## config.mk

```make
export PLATFORM = sky130hd
export DESIGN_NAME = fds_mapper
export DESIGN_NICKNAME = d
export VERILOG_FILES = /design/src/rtl/fds_bus_pkg.sv /design/src/rtl/fds_disk_pkg.sv /design/src/rtl/fds_bus_map.sv /design/src/rtl/fds_drive.sv /design/src/rtl/fds_mapper.sv /design/src/rtl/fds_timer_irq.sv
export SDC_FILE = /design/constraint.sdc
export NUM_CORES = 1
export LEC_CHECK = 0
export BUFFER_PORTS_ARGS = -buffer_cell sky130_fd_sc_hd__buf_2
export CORE_MARGIN = 2
export CORE_UTILIZATION = 40
export CTS_CLUSTER_DIAMETER = 120
export DETAILED_ROUTE_END_ITERATION = 8
export GPL_ROUTABILITY_DRIVEN = 0
export PLACE_DENSITY_LB_ADDON = 0.25
export SKIP_CTS_REPAIR_TIMING = 1
export SLEW_MARGIN = 5
export SYNTH_ARGS = -nofsm -noshare
export SYNTH_HDL_FRONTEND = slang
export SYNTH_HIERARCHICAL = 1
export SYNTH_SLANG_ARGS = --single-unit
```

## constraint.sdc

```tcl
create_clock -name clk20 -period 12.8 [get_ports clk20]
set_input_delay 2.56 -clock clk20 [delete_from_list [all_inputs] [get_ports clk20]]
set_output_delay 2.56 -clock clk20 [all_outputs]
set_load 0.01 [all_outputs]
```

## src/rtl/fds_bus_pkg.sv

```systemverilog
// CPU and PPU bus types and mapper register addresses, referenced by scoped name from each unit
package fds_bus_pkg;

	typedef logic [15:0] cpu_addr_t;
	typedef logic [7:0]  cpu_data_t;
	typedef logic [13:0] ppu_addr_t;
	typedef logic [21:0] prg_addr_t;
	typedef logic [21:0] chr_addr_t;

	// one CPU bus cycle, held stable across the strobe
	typedef struct packed {
		cpu_addr_t addr;
		cpu_data_t wdata;
		logic      write;
	} cpu_bus_t;

	// timer and drive registers
	localparam cpu_addr_t TIMER_LO     = 16'h4020;
	localparam cpu_addr_t TIMER_HI     = 16'h4021;
	localparam cpu_addr_t TIMER_CTRL   = 16'h4022;
	localparam cpu_addr_t DISK_ENABLE  = 16'h4023;
	localparam cpu_addr_t DRIVE_CTRL   = 16'h4025;
	localparam cpu_addr_t SIDE_SEL     = 16'h4027;
	localparam cpu_addr_t IRQ_STATUS   = 16'h4030;
	localparam cpu_addr_t DRIVE_STATUS = 16'h4032;
	localparam cpu_addr_t POWER_STATUS = 16'h4033;
	localparam cpu_addr_t SAVE_FLAG    = 16'h4208;

	// BIOS byte port, read twice in a row to open a transfer
	localparam cpu_addr_t WRITE_LO     = 16'hF4CD;
	localparam cpu_addr_t WRITE_HI     = 16'hF4CE;
	localparam cpu_addr_t READ_LO      = 16'hF4D0;
	localparam cpu_addr_t READ_HI      = 16'hF4D1;

endpackage

```

## src/rtl/fds_disk_pkg.sv

```systemverilog
// disk image layout types, transfer states and the drive status bundle shared by drive and bus map
package fds_disk_pkg;

	// byte position within one side
	typedef logic [15:0] disk_pos_t;
	typedef logic [1:0]  disk_side_t;

	// byte offset into the whole image, header included
	typedef logic [17:0] image_off_t;

	// two-read handshake at the BIOS port
	typedef enum logic [1:0] {
		xfer_idle   = 2'd0,
		xfer_armed  = 2'd1,
		xfer_active = 2'd2
	} xfer_state_t;

	typedef struct packed {
		logic       rd_active;
		logic       wr_active;
		logic       disk_end;
		logic       saved;
		image_off_t offset;
	} disk_status_t;

endpackage

```

## src/rtl/fds_bus_map.sv

```systemverilog
// combinational PRG and CHR address mapping, mirroring and CPU read-data selection
`timescale 1ns/10ps

module fds_bus_map (
	input  fds_bus_pkg::cpu_bus_t      cpu,
	input  fds_bus_pkg::ppu_addr_t     chr_ain,
	input  fds_disk_pkg::disk_status_t status,
	input  logic                       vertical,
	input  logic                       irq,
	input  logic                       fds_swap,
	input  fds_bus_pkg::cpu_data_t     prg_rdata,
	output fds_bus_pkg::cpu_data_t     prg_dout,
	output fds_bus_pkg::prg_addr_t     prg_aout,
	output logic                       prg_allow,
	output fds_bus_pkg::chr_addr_t     chr_aout,
	output logic                       vram_a10,
	output logic                       vram_ce
);

	logic       xfer_any;
	logic       port_lo;
	logic       port_hi;
	logic [5:0] prg_bank;
	logic       chr_a10;

	assign xfer_any = status.rd_active | status.wr_active;

	// BIOS port reads show the offset only outside a transfer
	assign port_lo = (cpu.addr == fds_bus_pkg::READ_LO || cpu.addr == fds_bus_pkg::WRITE_LO) &&
		!xfer_any;
	assign port_hi = (cpu.addr == fds_bus_pkg::READ_HI || cpu.addr == fds_bus_pkg::WRITE_HI) &&
		!xfer_any;

	always_comb begin
		if (cpu.addr == fds_bus_pkg::IRQ_STATUS)
			prg_dout = {7'd0, irq};
		else if (cpu.addr == fds_bus_pkg::DRIVE_STATUS)
			prg_dout = {5'd0, fds_swap, status.disk_end, fds_swap};
		else if (cpu.addr == fds_bus_pkg::POWER_STATUS)
			prg_dout = 8'h80;
		else if (port_lo)
			prg_dout = status.offset[7:0];
		else if (port_hi)
			prg_dout = {3'b111, status.offset[12:8]};
		else if (cpu.addr == fds_bus_pkg::SAVE_FLAG)
			prg_dout = {7'd0, status.saved};
		else
			prg_dout = prg_rdata;
	end

	// E000-FFFF is BIOS (bank 0) or the disk image while a transfer runs
	always_comb begin
		if (cpu.addr[15:13] == 3'b111)
			prg_bank = {1'b1, status.offset[17:13]} & {6{xfer_any}};
		else
			prg_bank = {4'b0001, cpu.addr[14:13]};
	end

	assign prg_aout = {3'b000, prg_bank, cpu.addr[12:0]};

	// writes: 6000-DFFF or anything during a disk write
	// reads: 6000-FFFF minus the BIOS port outside a transfer
	assign prg_allow = cpu.write ?
		(status.wr_active | (cpu.addr[15] ^ (cpu.addr[14] & cpu.addr[13]))) :
		((cpu.addr[15] & !port_lo & !port_hi) | (cpu.addr[15:13] == 3'b011));

	// nametable mirroring
	always_comb begin
		if (!chr_ain[13])
			chr_a10 = chr_ain[10];
		else if (vertical)
			chr_a10 = chr_ain[10];
		else
			chr_a10 = chr_ain[11];
	end

	assign chr_aout = {3'b100, 6'd0, chr_ain[12:11], chr_a10, chr_ain[9:0]};
	assign vram_a10 = chr_a10;
	assign vram_ce  = chr_ain[13];

endmodule

```

## src/rtl/fds_drive.sv

```systemverilog
// drive control, transfer handshakes, disk position pointer and save flag for the disk image
`timescale 1ns/10ps

module fds_drive #(
	parameter int DISK_SIDE_BYTES   = 65500,
	parameter int DISK_HEADER_BYTES = 16
) (
	input  logic                       clk20,
	input  logic                       reset,
	input  logic                       cpu_ce,
	input  fds_bus_pkg::cpu_bus_t      cpu,
	input  fds_disk_pkg::disk_side_t   side_manual,
	output fds_disk_pkg::disk_status_t status,
	output logic                       vertical
);

	localparam fds_disk_pkg::disk_pos_t  LAST_POS =
		fds_disk_pkg::disk_pos_t'(DISK_SIDE_BYTES - 1);
	localparam fds_disk_pkg::image_off_t SIDE_LEN =
		fds_disk_pkg::image_off_t'(DISK_SIDE_BYTES);
	localparam fds_disk_pkg::image_off_t HEADER_LEN =
		fds_disk_pkg::image_off_t'(DISK_HEADER_BYTES);

	fds_disk_pkg::xfer_state_t rd_state;
	fds_disk_pkg::xfer_state_t wr_state;
	fds_disk_pkg::disk_pos_t   disk_pos;
	fds_disk_pkg::disk_side_t  side_auto;
	fds_disk_pkg::disk_side_t  side;
	fds_disk_pkg::image_off_t  side_off;
	logic                      disk_reset;
	logic                      write_en;
	logic                      saved;
	logic                      disk_end;
	logic                      rd_access;

	assign rd_access = !cpu.write;

	// side number wraps modulo 4
	assign side     = side_auto + side_manual;
	assign side_off = HEADER_LEN + SIDE_LEN * fds_disk_pkg::image_off_t'(side);
	assign disk_end = (disk_pos == LAST_POS);

	always_ff @(posedge clk20) begin
		if (reset) begin
			disk_reset <= 1'b0;
			write_en   <= 1'b0;
			vertical   <= 1'b0;
			side_auto  <= '0;
		end else if (cpu_ce && cpu.write) begin
			if (cpu.addr == fds_bus_pkg::DRIVE_CTRL) begin
				disk_reset <= cpu.wdata[1];
				write_en   <= !cpu.wdata[2];
				vertical   <= !cpu.wdata[3];
			end
			if (cpu.addr == fds_bus_pkg::SIDE_SEL)
				side_auto <= cpu.wdata[1:0];
		end
	end

	// any access that does not continue the handshake drops it
	always_ff @(posedge clk20) begin
		if (reset) begin
			rd_state <= fds_disk_pkg::xfer_idle;
			wr_state <= fds_disk_pkg::xfer_idle;
			saved    <= 1'b0;
		end else if (cpu_ce) begin
			if (rd_access && cpu.addr == fds_bus_pkg::READ_LO)
				rd_state <= fds_disk_pkg::xfer_armed;
			else if (rd_access && cpu.addr == fds_bus_pkg::READ_HI &&
				rd_state == fds_disk_pkg::xfer_armed)
				rd_state <= fds_disk_pkg::xfer_active;
			else
				rd_state <= fds_disk_pkg::xfer_idle;

			if (write_en && rd_access && cpu.addr == fds_bus_pkg::WRITE_LO)
				wr_state <= fds_disk_pkg::xfer_armed;
			else if (rd_access && cpu.addr == fds_bus_pkg::WRITE_HI &&
				wr_state == fds_disk_pkg::xfer_armed)
				wr_state <= fds_disk_pkg::xfer_active;
			else
				wr_state <= fds_disk_pkg::xfer_idle;

			if (wr_state == fds_disk_pkg::xfer_active)
				saved <= 1'b1;
		end
	end

	// position pointer, held at the last byte of the side
	always_ff @(posedge clk20) begin
		if (reset) begin
			disk_pos <= '0;
		end else if (cpu_ce) begin
			if (disk_reset)
				disk_pos <= '0;
			else if (rd_state == fds_disk_pkg::xfer_active && !disk_end)
				disk_pos <= disk_pos + 16'd1;
		end
	end

	assign status.rd_active = (rd_state == fds_disk_pkg::xfer_active);
	assign status.wr_active = (wr_state == fds_disk_pkg::xfer_active);
	assign status.disk_end  = disk_end;
	assign status.saved     = saved;
	assign status.offset    = side_off + fds_disk_pkg::image_off_t'(disk_pos);

	a_pos_in_side: assert property (
		@(posedge clk20) disable iff (reset)
		disk_pos <= LAST_POS
	);

	a_one_xfer: assert property (
		@(posedge clk20) disable iff (reset)
		!(status.rd_active && status.wr_active)
	);

endmodule

```

## src/rtl/fds_mapper.sv

```systemverilog
// disk system mapper top level, joins the timer, drive and bus mapping units
`timescale 1ns/10ps

module fds_mapper #(
	parameter int DISK_SIDE_BYTES   = 65500,
	parameter int DISK_HEADER_BYTES = 16
) (
	input  logic                     clk20,
	input  logic                     reset,
	input  logic                     cpu_ce,
	input  fds_bus_pkg::cpu_bus_t    cpu,
	input  fds_bus_pkg::ppu_addr_t   chr_ain,
	input  fds_disk_pkg::disk_side_t side_manual,
	input  logic                     fds_swap,
	input  fds_bus_pkg::cpu_data_t   prg_rdata,
	output fds_bus_pkg::cpu_data_t   prg_dout,
	output fds_bus_pkg::prg_addr_t   prg_aout,
	output logic                     prg_allow,
	output fds_bus_pkg::chr_addr_t   chr_aout,
	output logic                     vram_a10,
	output logic                     vram_ce,
	output logic                     irq
);

	fds_disk_pkg::disk_status_t status;
	logic                       vertical;

	fds_timer_irq u_timer (
		.clk20  (clk20),
		.reset  (reset),
		.cpu_ce (cpu_ce),
		.cpu    (cpu),
		.irq    (irq)
	);

	fds_drive #(
		.DISK_SIDE_BYTES   (DISK_SIDE_BYTES),
		.DISK_HEADER_BYTES (DISK_HEADER_BYTES)
	) u_drive (
		.clk20       (clk20),
		.reset       (reset),
		.cpu_ce      (cpu_ce),
		.cpu         (cpu),
		.side_manual (side_manual),
		.status      (status),
		.vertical    (vertical)
	);

	fds_bus_map u_map (
		.cpu       (cpu),
		.chr_ain   (chr_ain),
		.status    (status),
		.vertical  (vertical),
		.irq       (irq),
		.fds_swap  (fds_swap),
		.prg_rdata (prg_rdata),
		.prg_dout  (prg_dout),
		.prg_aout  (prg_aout),
		.prg_allow (prg_allow),
		.chr_aout  (chr_aout),
		.vram_a10  (vram_a10),
		.vram_ce   (vram_ce)
	);

endmodule

```

## src/rtl/fds_timer_irq.sv

```systemverilog
// disk system timer interrupt with reload latch, repeat mode and acknowledge on status read
`timescale 1ns/10ps

module fds_timer_irq (
	input  logic                  clk20,
	input  logic                  reset,
	input  logic                  cpu_ce,
	input  fds_bus_pkg::cpu_bus_t cpu,
	output logic                  irq
);

	logic [15:0] timer_latch;
	logic [15:0] timer_cnt;
	logic        timer_repeat;
	logic        timer_en;
	logic        disk_reg_en;

	always_ff @(posedge clk20) begin
		if (reset) begin
			irq          <= 1'b0;
			timer_en     <= 1'b0;
			timer_repeat <= 1'b0;
			disk_reg_en  <= 1'b0;
		end else if (cpu_ce) begin
			// countdown, reload on expiry
			if (timer_en) begin
				if (timer_cnt == 16'd0) begin
					irq       <= 1'b1;
					timer_cnt <= timer_latch;
					if (!timer_repeat)
						timer_en <= 1'b0;
				end else begin
					timer_cnt <= timer_cnt - 16'd1;
				end
			end

			if (cpu.write) begin
				case (cpu.addr)
					fds_bus_pkg::TIMER_LO: timer_latch[7:0]  <= cpu.wdata;
					fds_bus_pkg::TIMER_HI: timer_latch[15:8] <= cpu.wdata;
					fds_bus_pkg::TIMER_CTRL: begin
						timer_repeat <= cpu.wdata[0];
						timer_en     <= cpu.wdata[1] & disk_reg_en;
						if (cpu.wdata[1] && disk_reg_en)
							timer_cnt <= timer_latch;
						else
							irq <= 1'b0;
					end
					fds_bus_pkg::DISK_ENABLE: begin
						disk_reg_en <= cpu.wdata[0];
						// disabling the disk registers stops the timer too
						if (!cpu.wdata[0]) begin
							timer_en <= 1'b0;
							irq      <= 1'b0;
						end
					end
					default: ;
				endcase
			end

			// status read acknowledges, wins over a same-strobe expiry
			if (!cpu.write && cpu.addr == fds_bus_pkg::IRQ_STATUS)
				irq <= 1'b0;
		end
	end

	a_irq_needs_disk_en: assert property (
		@(posedge clk20) disable iff (reset)
		$rose(irq) |-> disk_reg_en
	);

endmodule

```

==> run summary, run 1 <==
Synth Cell Area = 5000 µm²
Die X = 116 µm
DP HPWL = 9630 µm
Num rows = 40
Sink Count = 62
Share of post-route cells with drive strength above 1 = 18.2%
Setup CP Type = input port to primary output
Worst skew pair latency = 0.33 ns
Post-Route Skew = 0.00712 ns
Peak fanout along the critical path = 9
Post-synth ARST share = 0%
M1 wire length = 5920 µm
Peak VDD IR = 0.0000652 V
Critical path data required time = 10.24 ns
Vias in the first global route = 4320
Area Overhead vs Synth = 11.2%
Met2 routed WL = 6230 µm
Fillers = 1219
Remaining antenna violation count after routing = 0
Slew HR = 30.1%
Worst setup EP type = primary output
Clock buffer depth = 2
Number of remaining DRC errors = 0
Synthesized area per cell = 8.76 µm²
Total CTS buffers = 9
Grt ovf = 0
#FFs+latches synth = 62
Largest net degree at the start of global routing = 27
DR pass1 iterations = 5
Area leader, netlist = edfxtp_1
Crit path time final = 8.81 ns
Nets = 704
Final Hold Viols = 0
Die area = 13400 µm²
Top post-synthesis cells by count = 57 x nand2_1, 44 x buf_4, 38 x ha_1
Final slew viol count = 0
Initial antenna violation count = 0
H-tree levels = 3
# Max-Cap Violations = 0
I/O Buffers = 74
Core ar. = 12100 µm²
Top cells by area in the synthesized netlist = edfxtp_1 19%, dfxtp_1 12%, ha_1 9.5%
Startpoint Class = input port
Setup TNS Final = 0 ns
Clk slew on worst S/H paths = 0.05 ns
Max Freq = 114 MHz
Routed met3 length = 547 µm
Hold slack = 0.463 ns
Outcome = finished clean
Total Wirelength = 12900 µm
Die Height = 116 µm
Highest routed layer = met4
Root Buffer Master = clkbuf_16
Mapped Cells = 571
CTS tree = yes
Worst Hold Class = register to register
Ports = 109
Unrepaired setup endpoints after global routing = no
Ys Warns = 6
Seq/Total Area, Yosys = 31.2%
1st-iter DRT viols = 339
Initial Utilization = 41.3%
# setup viols final = 0
Vias per cell = 5.68
Netlist cell types = 71
Worst slew pin tran = 1.04 ns
Wire per inst = 16.4 µm
First-pass GRT wire length = 20800 µm
Top-count cell post-synth = nand2_1
Total leakage power = 2.16 nW
Pwr dens = 96.6 nW/µm²
Via count = 4457
Top FF cell, synth = edfxtp_1
EDFF count, synth = 32
Ant. Diodes = 0
Fin crit share = 68.8%
Top cell type's share of synthesized area = 19.2%
Arr. time, crit path = 6.25 ns
All-Layer GR Usage = 19.7%
final timing paths:
kind | from | endpoint | slack (ns) | cells after the start
setup / recovery | side_manual[0] | prg_dout[4] | 3.99 | 17
hold / removal | u_drive/wr_state[1] | u_drive/wr_state[1] | 0.46 | 2
setup reg to reg | u_timer/timer_cnt[0] | u_timer/timer_cnt[7] | 9.93 | 6
hold reg to reg | u_drive/wr_state[1] | u_drive/wr_state[1] | 0.46 | 2
metal layers:
metal	global-route usage [%]	up-vias
li1	-	2169
met1	26.0	2156
met2	32.6	118
met3	3.56	14
met4	7.06	0
met5	0	-
critical path, stage by stage:
cell       delay [ns]
buf_2            0.11
ha_1             0.21
xnor2_1          0.16
xor2_1           0.27
ha_1             0.24
inv_1            0.16
ha_1             0.33
ha_1             0.37
a2111oi_0        0.42
o21ai_1          0.20
a31o_2           0.28
a21oi_1          0.18
xnor2_1          0.13
nor3b_1          0.25
a31oi_1          0.07
a21oi_1          0.16
buf_2            0.15
where the power goes:
group          switching, mW  leakage [nW]  internal (mW)
Combinational         0.0352          1.47         0.0233
Sequential           0.00176         0.535          0.211
Clock                 0.0953         0.152          0.171
Total                  0.132          2.16          0.405
registers in the layout, summed over array words and instances (netlist names):
signal and count:
u_drive/write_en 1, u_drive/disk_pos 16, u_drive/saved 1, u_timer/timer_repeat 1
u_drive/wr_state 2, u_drive/side_auto 2, u_timer/disk_reg_en 1, u_timer/timer_cnt 16
u_drive/rd_state 2, u_drive/vertical 1, u_timer/timer_en 1, u_timer/irq 1
u_drive/disk_reset 1, u_timer/timer_latch 16
cell usage in the layout, fill, tap and decap left out, types with 12 or more instances in the layout:
cell and n:
xnor2_1 22, dfxtp_1 30, nor2_1 33, nand4_1 13, edfxtp_1 32, inv_1 26
nand2_1 57, a21oi_1 30, o21ai_0 29, conb_1 12, ha_1 38, buf_2 74
cells by family (layout without fill, tap and decap cells):
group | count (synthesis) | after routing | share of synthesized area (%)
xor+xnor | 27 | 27 | 4.73
simple gates | 208 | 208 | 23.3
mux | 9 | 9 | 1.85
flops | 62 | 62 | 31.2
other cells | 2 | 12 | 0.150
compound gates | 141 | 141 | 18.8
fa+ha+maj | 39 | 39 | 9.91
buf+inv | 83 | 119 | 10.0
final cells by class:
type / count / area [µm²] / area share [%]
sequential: 62 / 1560 / 28.1
clock buffer: 9 / 225 / 4.05
multi-input combinational: 436 / 2980 / 53.5
clock inverter: 7 / 97.6 / 1.75
inverter: 26 / 97.6 / 1.75
tap: 168 / 210 / 3.78
timing repair buffer: 77 / 393 / 7.06
stage by stage:
step | util, % | worst slack (ns) | cell area, µm² | power [mW] | cells
2_1_floorplan | - | 4.65 | 5040 | 0.260 | 581
3_3_place_gp | 43.3 | 4.23 | 5240 | 0.274 | 769
3_5_place_dp | 43.3 | 4.11 | 5240 | 0.275 | 769
4_1_cts | 45.9 | 4.05 | 5560 | 0.541 | 785
5_1_grt | 45.9 | 3.71 | 5560 | 0.557 | 785
6_report | 45.9 | 3.99 | 5560 | 0.537 | 785
Note: power is estimated with default switching activity, not from simulation.
==> run 2: changes to the inputs <==
==> constraint.sdc (replaced) <==
create_clock -name clk20 -period 7.45 [get_ports clk20]
set_input_delay 1.49 -clock clk20 [delete_from_list [all_inputs] [get_ports clk20]]
set_output_delay 1.49 -clock clk20 [all_outputs]
set_load 0.01 [all_outputs]
==> run 2 against run 1 <==
  * Non-clock buffer count stayed put
  * Power rose by 71%
  * Core utilization did not move
  * Hold slack gained 0.014 ns
  * Sequential power up 71%
  * Setup slack worse by 3.1 ns
  * Via count is 0.58% lower
  * Cell area is the same
  * Critical path depth stayed put
  * Clock skew is 0.0027 ns higher
  * Global-route usage shrank 0.099 points
  * Critical path type unchanged
  * Critical endpoint unchanged
==> run summary, run 2 (synthesis results as in run 1) <==
# Max-Cap Violations = 0 (unchanged)
Worst setup EP type = primary output
Dpl ws = 0.943 ns (-3.17 ns)
Grt ovf = 0 (unchanged)
Vias in the first global route = 4224 (-2.2%)
Total Power = 0.919 mW (+71%)
Final instance area = 5560 µm² (unchanged)
Unrepaired setup endpoints after global routing = no
Peak fanout along the critical path = 9 (unchanged)
Dpl cell area = 5240 µm² (unchanged)
Most frequent CP cell = ha_1
Sink Count = 62 (unchanged)
Worst Hold Class = register to register
Number of remaining DRC errors = 0 (unchanged)
Crit path largest cell delay = 0.38 ns (-0.04 ns)
I/O Buffers = 74 (unchanged)
Most frequent cells in the layout = 74 x buf_2, 57 x nand2_1, 38 x ha_1, 33 x nor2_1, 32 x edfxtp_1
Fin crit share = 88.0%
Root Buffer Master = clkbuf_16
H-tree levels = 3 (unchanged)
Area Overhead vs Synth = 11.2% (unchanged)
Sw frac = 24.2% (-0.41 points)
Core ar. = 12100 µm² (unchanged)
# setup viols final = 0 (unchanged)
Arr. time, crit path = 5.07 ns (-1.18 ns)
Die Height = 116 µm (unchanged)
CTS tree = yes
Final setup slack of the worst path = 0.893 ns (-3.10 ns)
Remaining antenna violation count after routing = 0 (unchanged)
Outcome = finished clean
Ant. Diodes = 0 (unchanged)
Clk slew on worst S/H paths = 0.05 ns (about the same)
Peak VDD IR = 0.000116 V (+77%)
Largest net degree at the start of global routing = 27 (unchanged)
Slew HR = 31.0% (+0.94 points)
Initial Utilization = 41.3% (unchanged)
DR pass1 iterations = 5 (unchanged)
Worst skew pair latency = 0.33 ns (about the same)
Die X = 116 µm (unchanged)
Fillers = 1199 (-1.6%)
Total leakage power = 2.16 nW (about the same)
Clock buffer depth = 2 (unchanged)
Pwr dens = 165 nW/µm² (+71%)
Worst slew pin tran = 1.03 ns (-0.0139 ns)
Crit path time final = 6.56 ns
Num rows = 40 (unchanged)
Clock share of power = 49.2% (-0.4 points)
1st-iter DRT viols = 232 (-32%)
Hold slack = 0.478 ns (+0.0144 ns)
Worst path slowest cell = a2111oi_0
Wire per inst = 16.4 µm (-0.39%)
All-Layer GR Usage = 19.6% (-0.099 points)
P_sw = 0.222 mW (+68%)
Setup TNS Final = 0 ns (unchanged)
Via count = 4431 (-0.58%)
CP cell instances = buf_2 -> ha_1 -> xnor2_1 -> xor2_1 -> ha_1 -> inv_1 -> ha_1 -> ha_1 -> a2111oi_0 -> o21ai_1 -> a31o_2 -> a21oi_1 -> xnor2_1 -> nor3b_1 -> a31oi_1 -> a21oi_1 -> buf_2
First-pass GRT wire length = 20800 µm (-0.17%)
Total Wirelength = 12900 µm (-0.39%)
Die area = 13400 µm² (unchanged)
Biggest regs = u_drive/disk_pos: 16 flops, u_timer/timer_cnt: 16 flops, u_timer/timer_latch: 16 flops
Total CTS buffers = 9 (unchanged)
Initial antenna violation count = 0 (unchanged)
Vias per cell = 5.64 (-0.58%)
Critical path data required time = 5.96 ns (-4.28 ns)
DP HPWL = 9680 µm (+0.54%)
Logic pwr share = 11.0% (about the same)
Max Freq = 153 MHz
Post-Route Skew = 0.00985 ns (+0.00273 ns)
Share of post-route cells with drive strength above 1 = 18.0% (-0.16 points)
Startpoint Class = input port
Setup CP Type = input port to primary output
Most common cell after layout, fill and taps aside = buf_2
Ports = 109 (unchanged)
Final Hold Viols = 0 (unchanged)
Sequential share of power = 39.8% (+0.2 points)
Final slew viol count = 0 (unchanged)
Pint = 0.696 mW (+72%)
Nets = 704 (unchanged)
-- run 2: changes by cell type in the layout (fill, tap and decap cells not counted), sizes merged --
cell      previous run  this run
clkinvlp             2         1
clkinv               2         3
-- run 2: worst max-delay path: cells and delay by family --
family                     cells  cell delay (ns)
AOI/OAI and AO/OA              6             1.24
adders and majority gates      4             1.13
xor gates and xnor gates       3             0.58
and+or+nand+nor                1             0.21
buffers and inverters          3             0.42
-- run 2: layer usage --
metal,part of all wire [%],global-route usage [%]
met5,0,0
met4,1.4,6.03
met3,4.3,3.45
met2,49,33.0
met1,45,25.8
-- run 2: path summary, 6_finish.rpt --
check | start | to | slack, ns | depth (start not counted)
worst max register to register | u_timer/timer_cnt[0] | u_timer/timer_cnt[7] | 4.51 | 6
worst min-delay path | u_drive/wr_state[1] | u_drive/wr_state[1] | 0.48 | 2
worst max-delay path | side_manual[0] | prg_dout[4] | 0.89 | 17
worst min register to register | u_drive/wr_state[1] | u_drive/wr_state[1] | 0.48 | 2
-- run 2: power groups by stage --
stage	registers, mW	logic [mW]	clock network [mW]
detailed placement	0.373	0.0999	0
floorplan	0.372	0.0743	0
global route	0.365	0.112	0.474
finish	0.365	0.101	0.452
global placement	0.372	0.0977	0
CTS	0.365	0.100	0.461
-- run 2: per-stage QoR --
| step | utilization [%] | cells |
|---|---|---|
| after global placement | 43.3 | 769 |
| after detailed placement | 43.3 | 769 |
| after floorplan | - | 581 |
| after CTS | 45.9 | 785 |
| final | 45.9 | 785 |
| after global routing | 45.9 | 785 |
-- run 2: layout make-up --
cell class                      count  area, µm²  share of cell area [%]
Clock buffer                        9        225                    4.05
Sequential cell                    62       1560                    28.1
Inverter                           26       97.6                    1.75
Tap cell                          168        210                    3.78
Multi-Input combinational cell    436       2980                    53.5
Timing Repair Buffer               77        393                    7.06
Clock inverter                      7       97.6                    1.75
==> run 3: changes to the inputs <==
--- a/config.mk
+++ b/config.mk
@@ -12,6 +12,7 @@
 export DETAILED_ROUTE_END_ITERATION = 8
 export GPL_ROUTABILITY_DRIVEN = 0
 export PLACE_DENSITY_LB_ADDON = 0.25
+export REMOVE_ABC_BUFFERS = 1
 export SKIP_CTS_REPAIR_TIMING = 1
 export SLEW_MARGIN = 5
 export SYNTH_ARGS = -nofsm -noshare
==> run 3 against run 2 <==
  * Fmax grew 0.50%
  * Count of clock-buffer cells in the layout did not move
  * Flip-flop and latch count stayed put
  * Clock power decreased by 19%
  * Core utilization is 0.46 points lower
  * Critical path type unchanged
  * Critical endpoint unchanged
==> run summary, run 3 (synthesis results as in run 1) <==
Outcome = finished clean
Unrepaired setup endpoints after global routing = no
Initial Utilization = 41.3% (unchanged)
1st-iter DRT viols = 344 (+48%)
Hold path depth = 2 (unchanged)
Cell count of the worst reg-to-reg path = 6 (unchanged)
Setup CP Type = input port to primary output
Peak fanout along the critical path = 9 (unchanged)
Vias per cell = 5.70 (+0.95%)
Wire per inst = 15.8 µm (-3.5%)
Setup TNS Final = 0 ns (unchanged)
H-tree levels = 3 (unchanged)
Num rows = 40 (unchanged)
Core ar. = 12100 µm² (unchanged)
Via count = 4473 (+0.95%)
Ports = 109 (unchanged)
Initial antenna violation count = 0 (unchanged)
Nets = 704 (unchanged)
Slew HR = 36.5% (+5.5 points)
Vias in the first global route = 4176 (-1.1%)
Grt ovf = 0 (unchanged)
Peak VDD IR = 0.000116 V (+0.52%)
Die Height = 116 µm (unchanged)
Largest net degree at the start of global routing = 27 (unchanged)
Most frequent cells in the layout = 74 x buf_2, 57 x nand2_1, 38 x ha_1, 33 x nor2_1, 32 x edfxtp_1
All-Layer GR Usage = 18.4% (-1.2 points)
DP HPWL = 9420 µm (-2.6%)
Remaining antenna violation count after routing = 0 (unchanged)
Crit path time final = 6.52 ns (-0.0324 ns)
R2R Path End = u_timer/timer_cnt[3]
Total leakage power = 2.13 nW (-1.3%)
Startpoint Class = input port
Biggest regs = u_drive/disk_pos: 16 flops, u_timer/timer_cnt: 16 flops, u_timer/timer_latch: 16 flops
Area Overhead vs Synth = 10.1%
Die X = 116 µm (unchanged)
CTS tree = yes
Worst skew pair latency = 0.32 ns (about the same)
# setup viols final = 0 (unchanged)
Fin crit share = 87.6% (-0.43 points)
Most common cell after layout, fill and taps aside = buf_2
Sink Count = 62 (unchanged)
Pwr dens = 151 nW/µm² (-8.8%)
Worst r2r src = u_timer/timer_cnt[0]
Max Freq = 153 MHz (+0.50%)
Flop2flop setup slack = 4.51 ns (about the same)
I/O Buffers = 74 (unchanged)
First-pass GRT wire length = 19800 µm (-4.8%)
Ant. Diodes = 0 (unchanged)
Arr. time, crit path = 5.03 ns (-0.04 ns)
Worst Hold Class = register to register
Total CTS buffers = 9 (unchanged)
Total Wirelength = 12400 µm (-3.5%)
Critical path data required time = 5.96 ns (about the same)
Clk slew on worst S/H paths = 0.05 ns (about the same)
Worst setup EP type = primary output
Hold Crit Start = u_drive/wr_state[1]
Worst slew pin tran = 0.944 ns (-0.0819 ns)
WHS Endpoint = u_drive/wr_state[1]
DR pass1 iterations = 5 (unchanged)
Worst path slowest cell = a2111oi_0
Clock buffer depth = 2 (unchanged)
# Max-Cap Violations = 0 (unchanged)
Die area = 13400 µm² (unchanged)
Root Buffer Master = clkbuf_16
Share of post-route cells with drive strength above 1 = 18.0% (unchanged)
Hold slack = 0.466 ns (-0.0115 ns)
Final slew viol count = 0 (unchanged)
Number of remaining DRC errors = 0 (unchanged)
Crit path largest cell delay = 0.40 ns (+0.02 ns)
Most frequent CP cell = ha_1
Final Hold Viols = 0 (unchanged)
CP cell instances = buf_2 -> ha_1 -> xnor2_1 -> xor2_1 -> ha_1 -> inv_1 -> ha_1 -> ha_1 -> a2111oi_0 -> o21ai_1 -> a31o_2 -> a21oi_1 -> xnor2_1 -> nor3b_1 -> a31oi_1 -> a21oi_1 -> buf_2
Post-Route Skew = 0.0102 ns (+0.000379 ns)
## run 3: cell type report
type	instances	area, µm²
inverters	26	97.6
well taps	168	210
clock buffers	9	225
multi-input cells	436	2980
clock inverters	7	41.3
fillers	1200	6610
repair buffers	77	393
flip-flops and latches	62	1560
## run 3: stage by stage
step / utilization [%] / total power, mW / cells / setup slack (ns) / cell area [µm²]
floorplan: - / 0.424 / 524 / 1.44 / 4640
global placement: 43.3 / 0.469 / 769 / 1.02 / 5240
detailed placement: 43.3 / 0.471 / 769 / 1.01 / 5240
CTS: 45.5 / 0.841 / 785 / 0.954 / 5510
global route: 45.5 / 0.865 / 785 / 0.581 / 5510
finish: 45.5 / 0.830 / 785 / 0.926 / 5510
## run 3: worst max-delay path by stage
stage,start,endpoint,slack [ns],cells after the start
after detailed placement,side_manual[0],prg_dout[4],1.01,17
after global placement,side_manual[0],prg_dout[4],1.02,17
after global routing,side_manual[0],prg_dout[4],0.58,17
after floorplan,side_manual[0],prg_aout[17],1.44,14
after CTS,side_manual[0],prg_dout[4],0.95,17
final,side_manual[0],prg_dout[4],0.93,17
## run 3: critical path: cells and delay by family
kind	cells	cell delay [ns]
and+or+nand+nor	1	0.21
adders and majority gates	4	1.12
AOI/OAI and AO/OA	6	1.24
xor gates and xnor gates	3	0.57
buffers and inverters	3	0.41
## run 3: report_power, final
part	switching (mW)	leakage [nW]	internal, mW
registers	0.00301	0.535	0.363
clock network	0.144	0.125	0.221
logic	0.0594	1.47	0.0397
## run 3: metal layers
metal,vias to the layer above,wire length [µm],global-route usage (%)
met4,0,280,6.35
met5,-,0,0
met3,31,718,4.13
met2,167,6050,30.6
li1,2163,-,-
met1,2112,5360,23.7
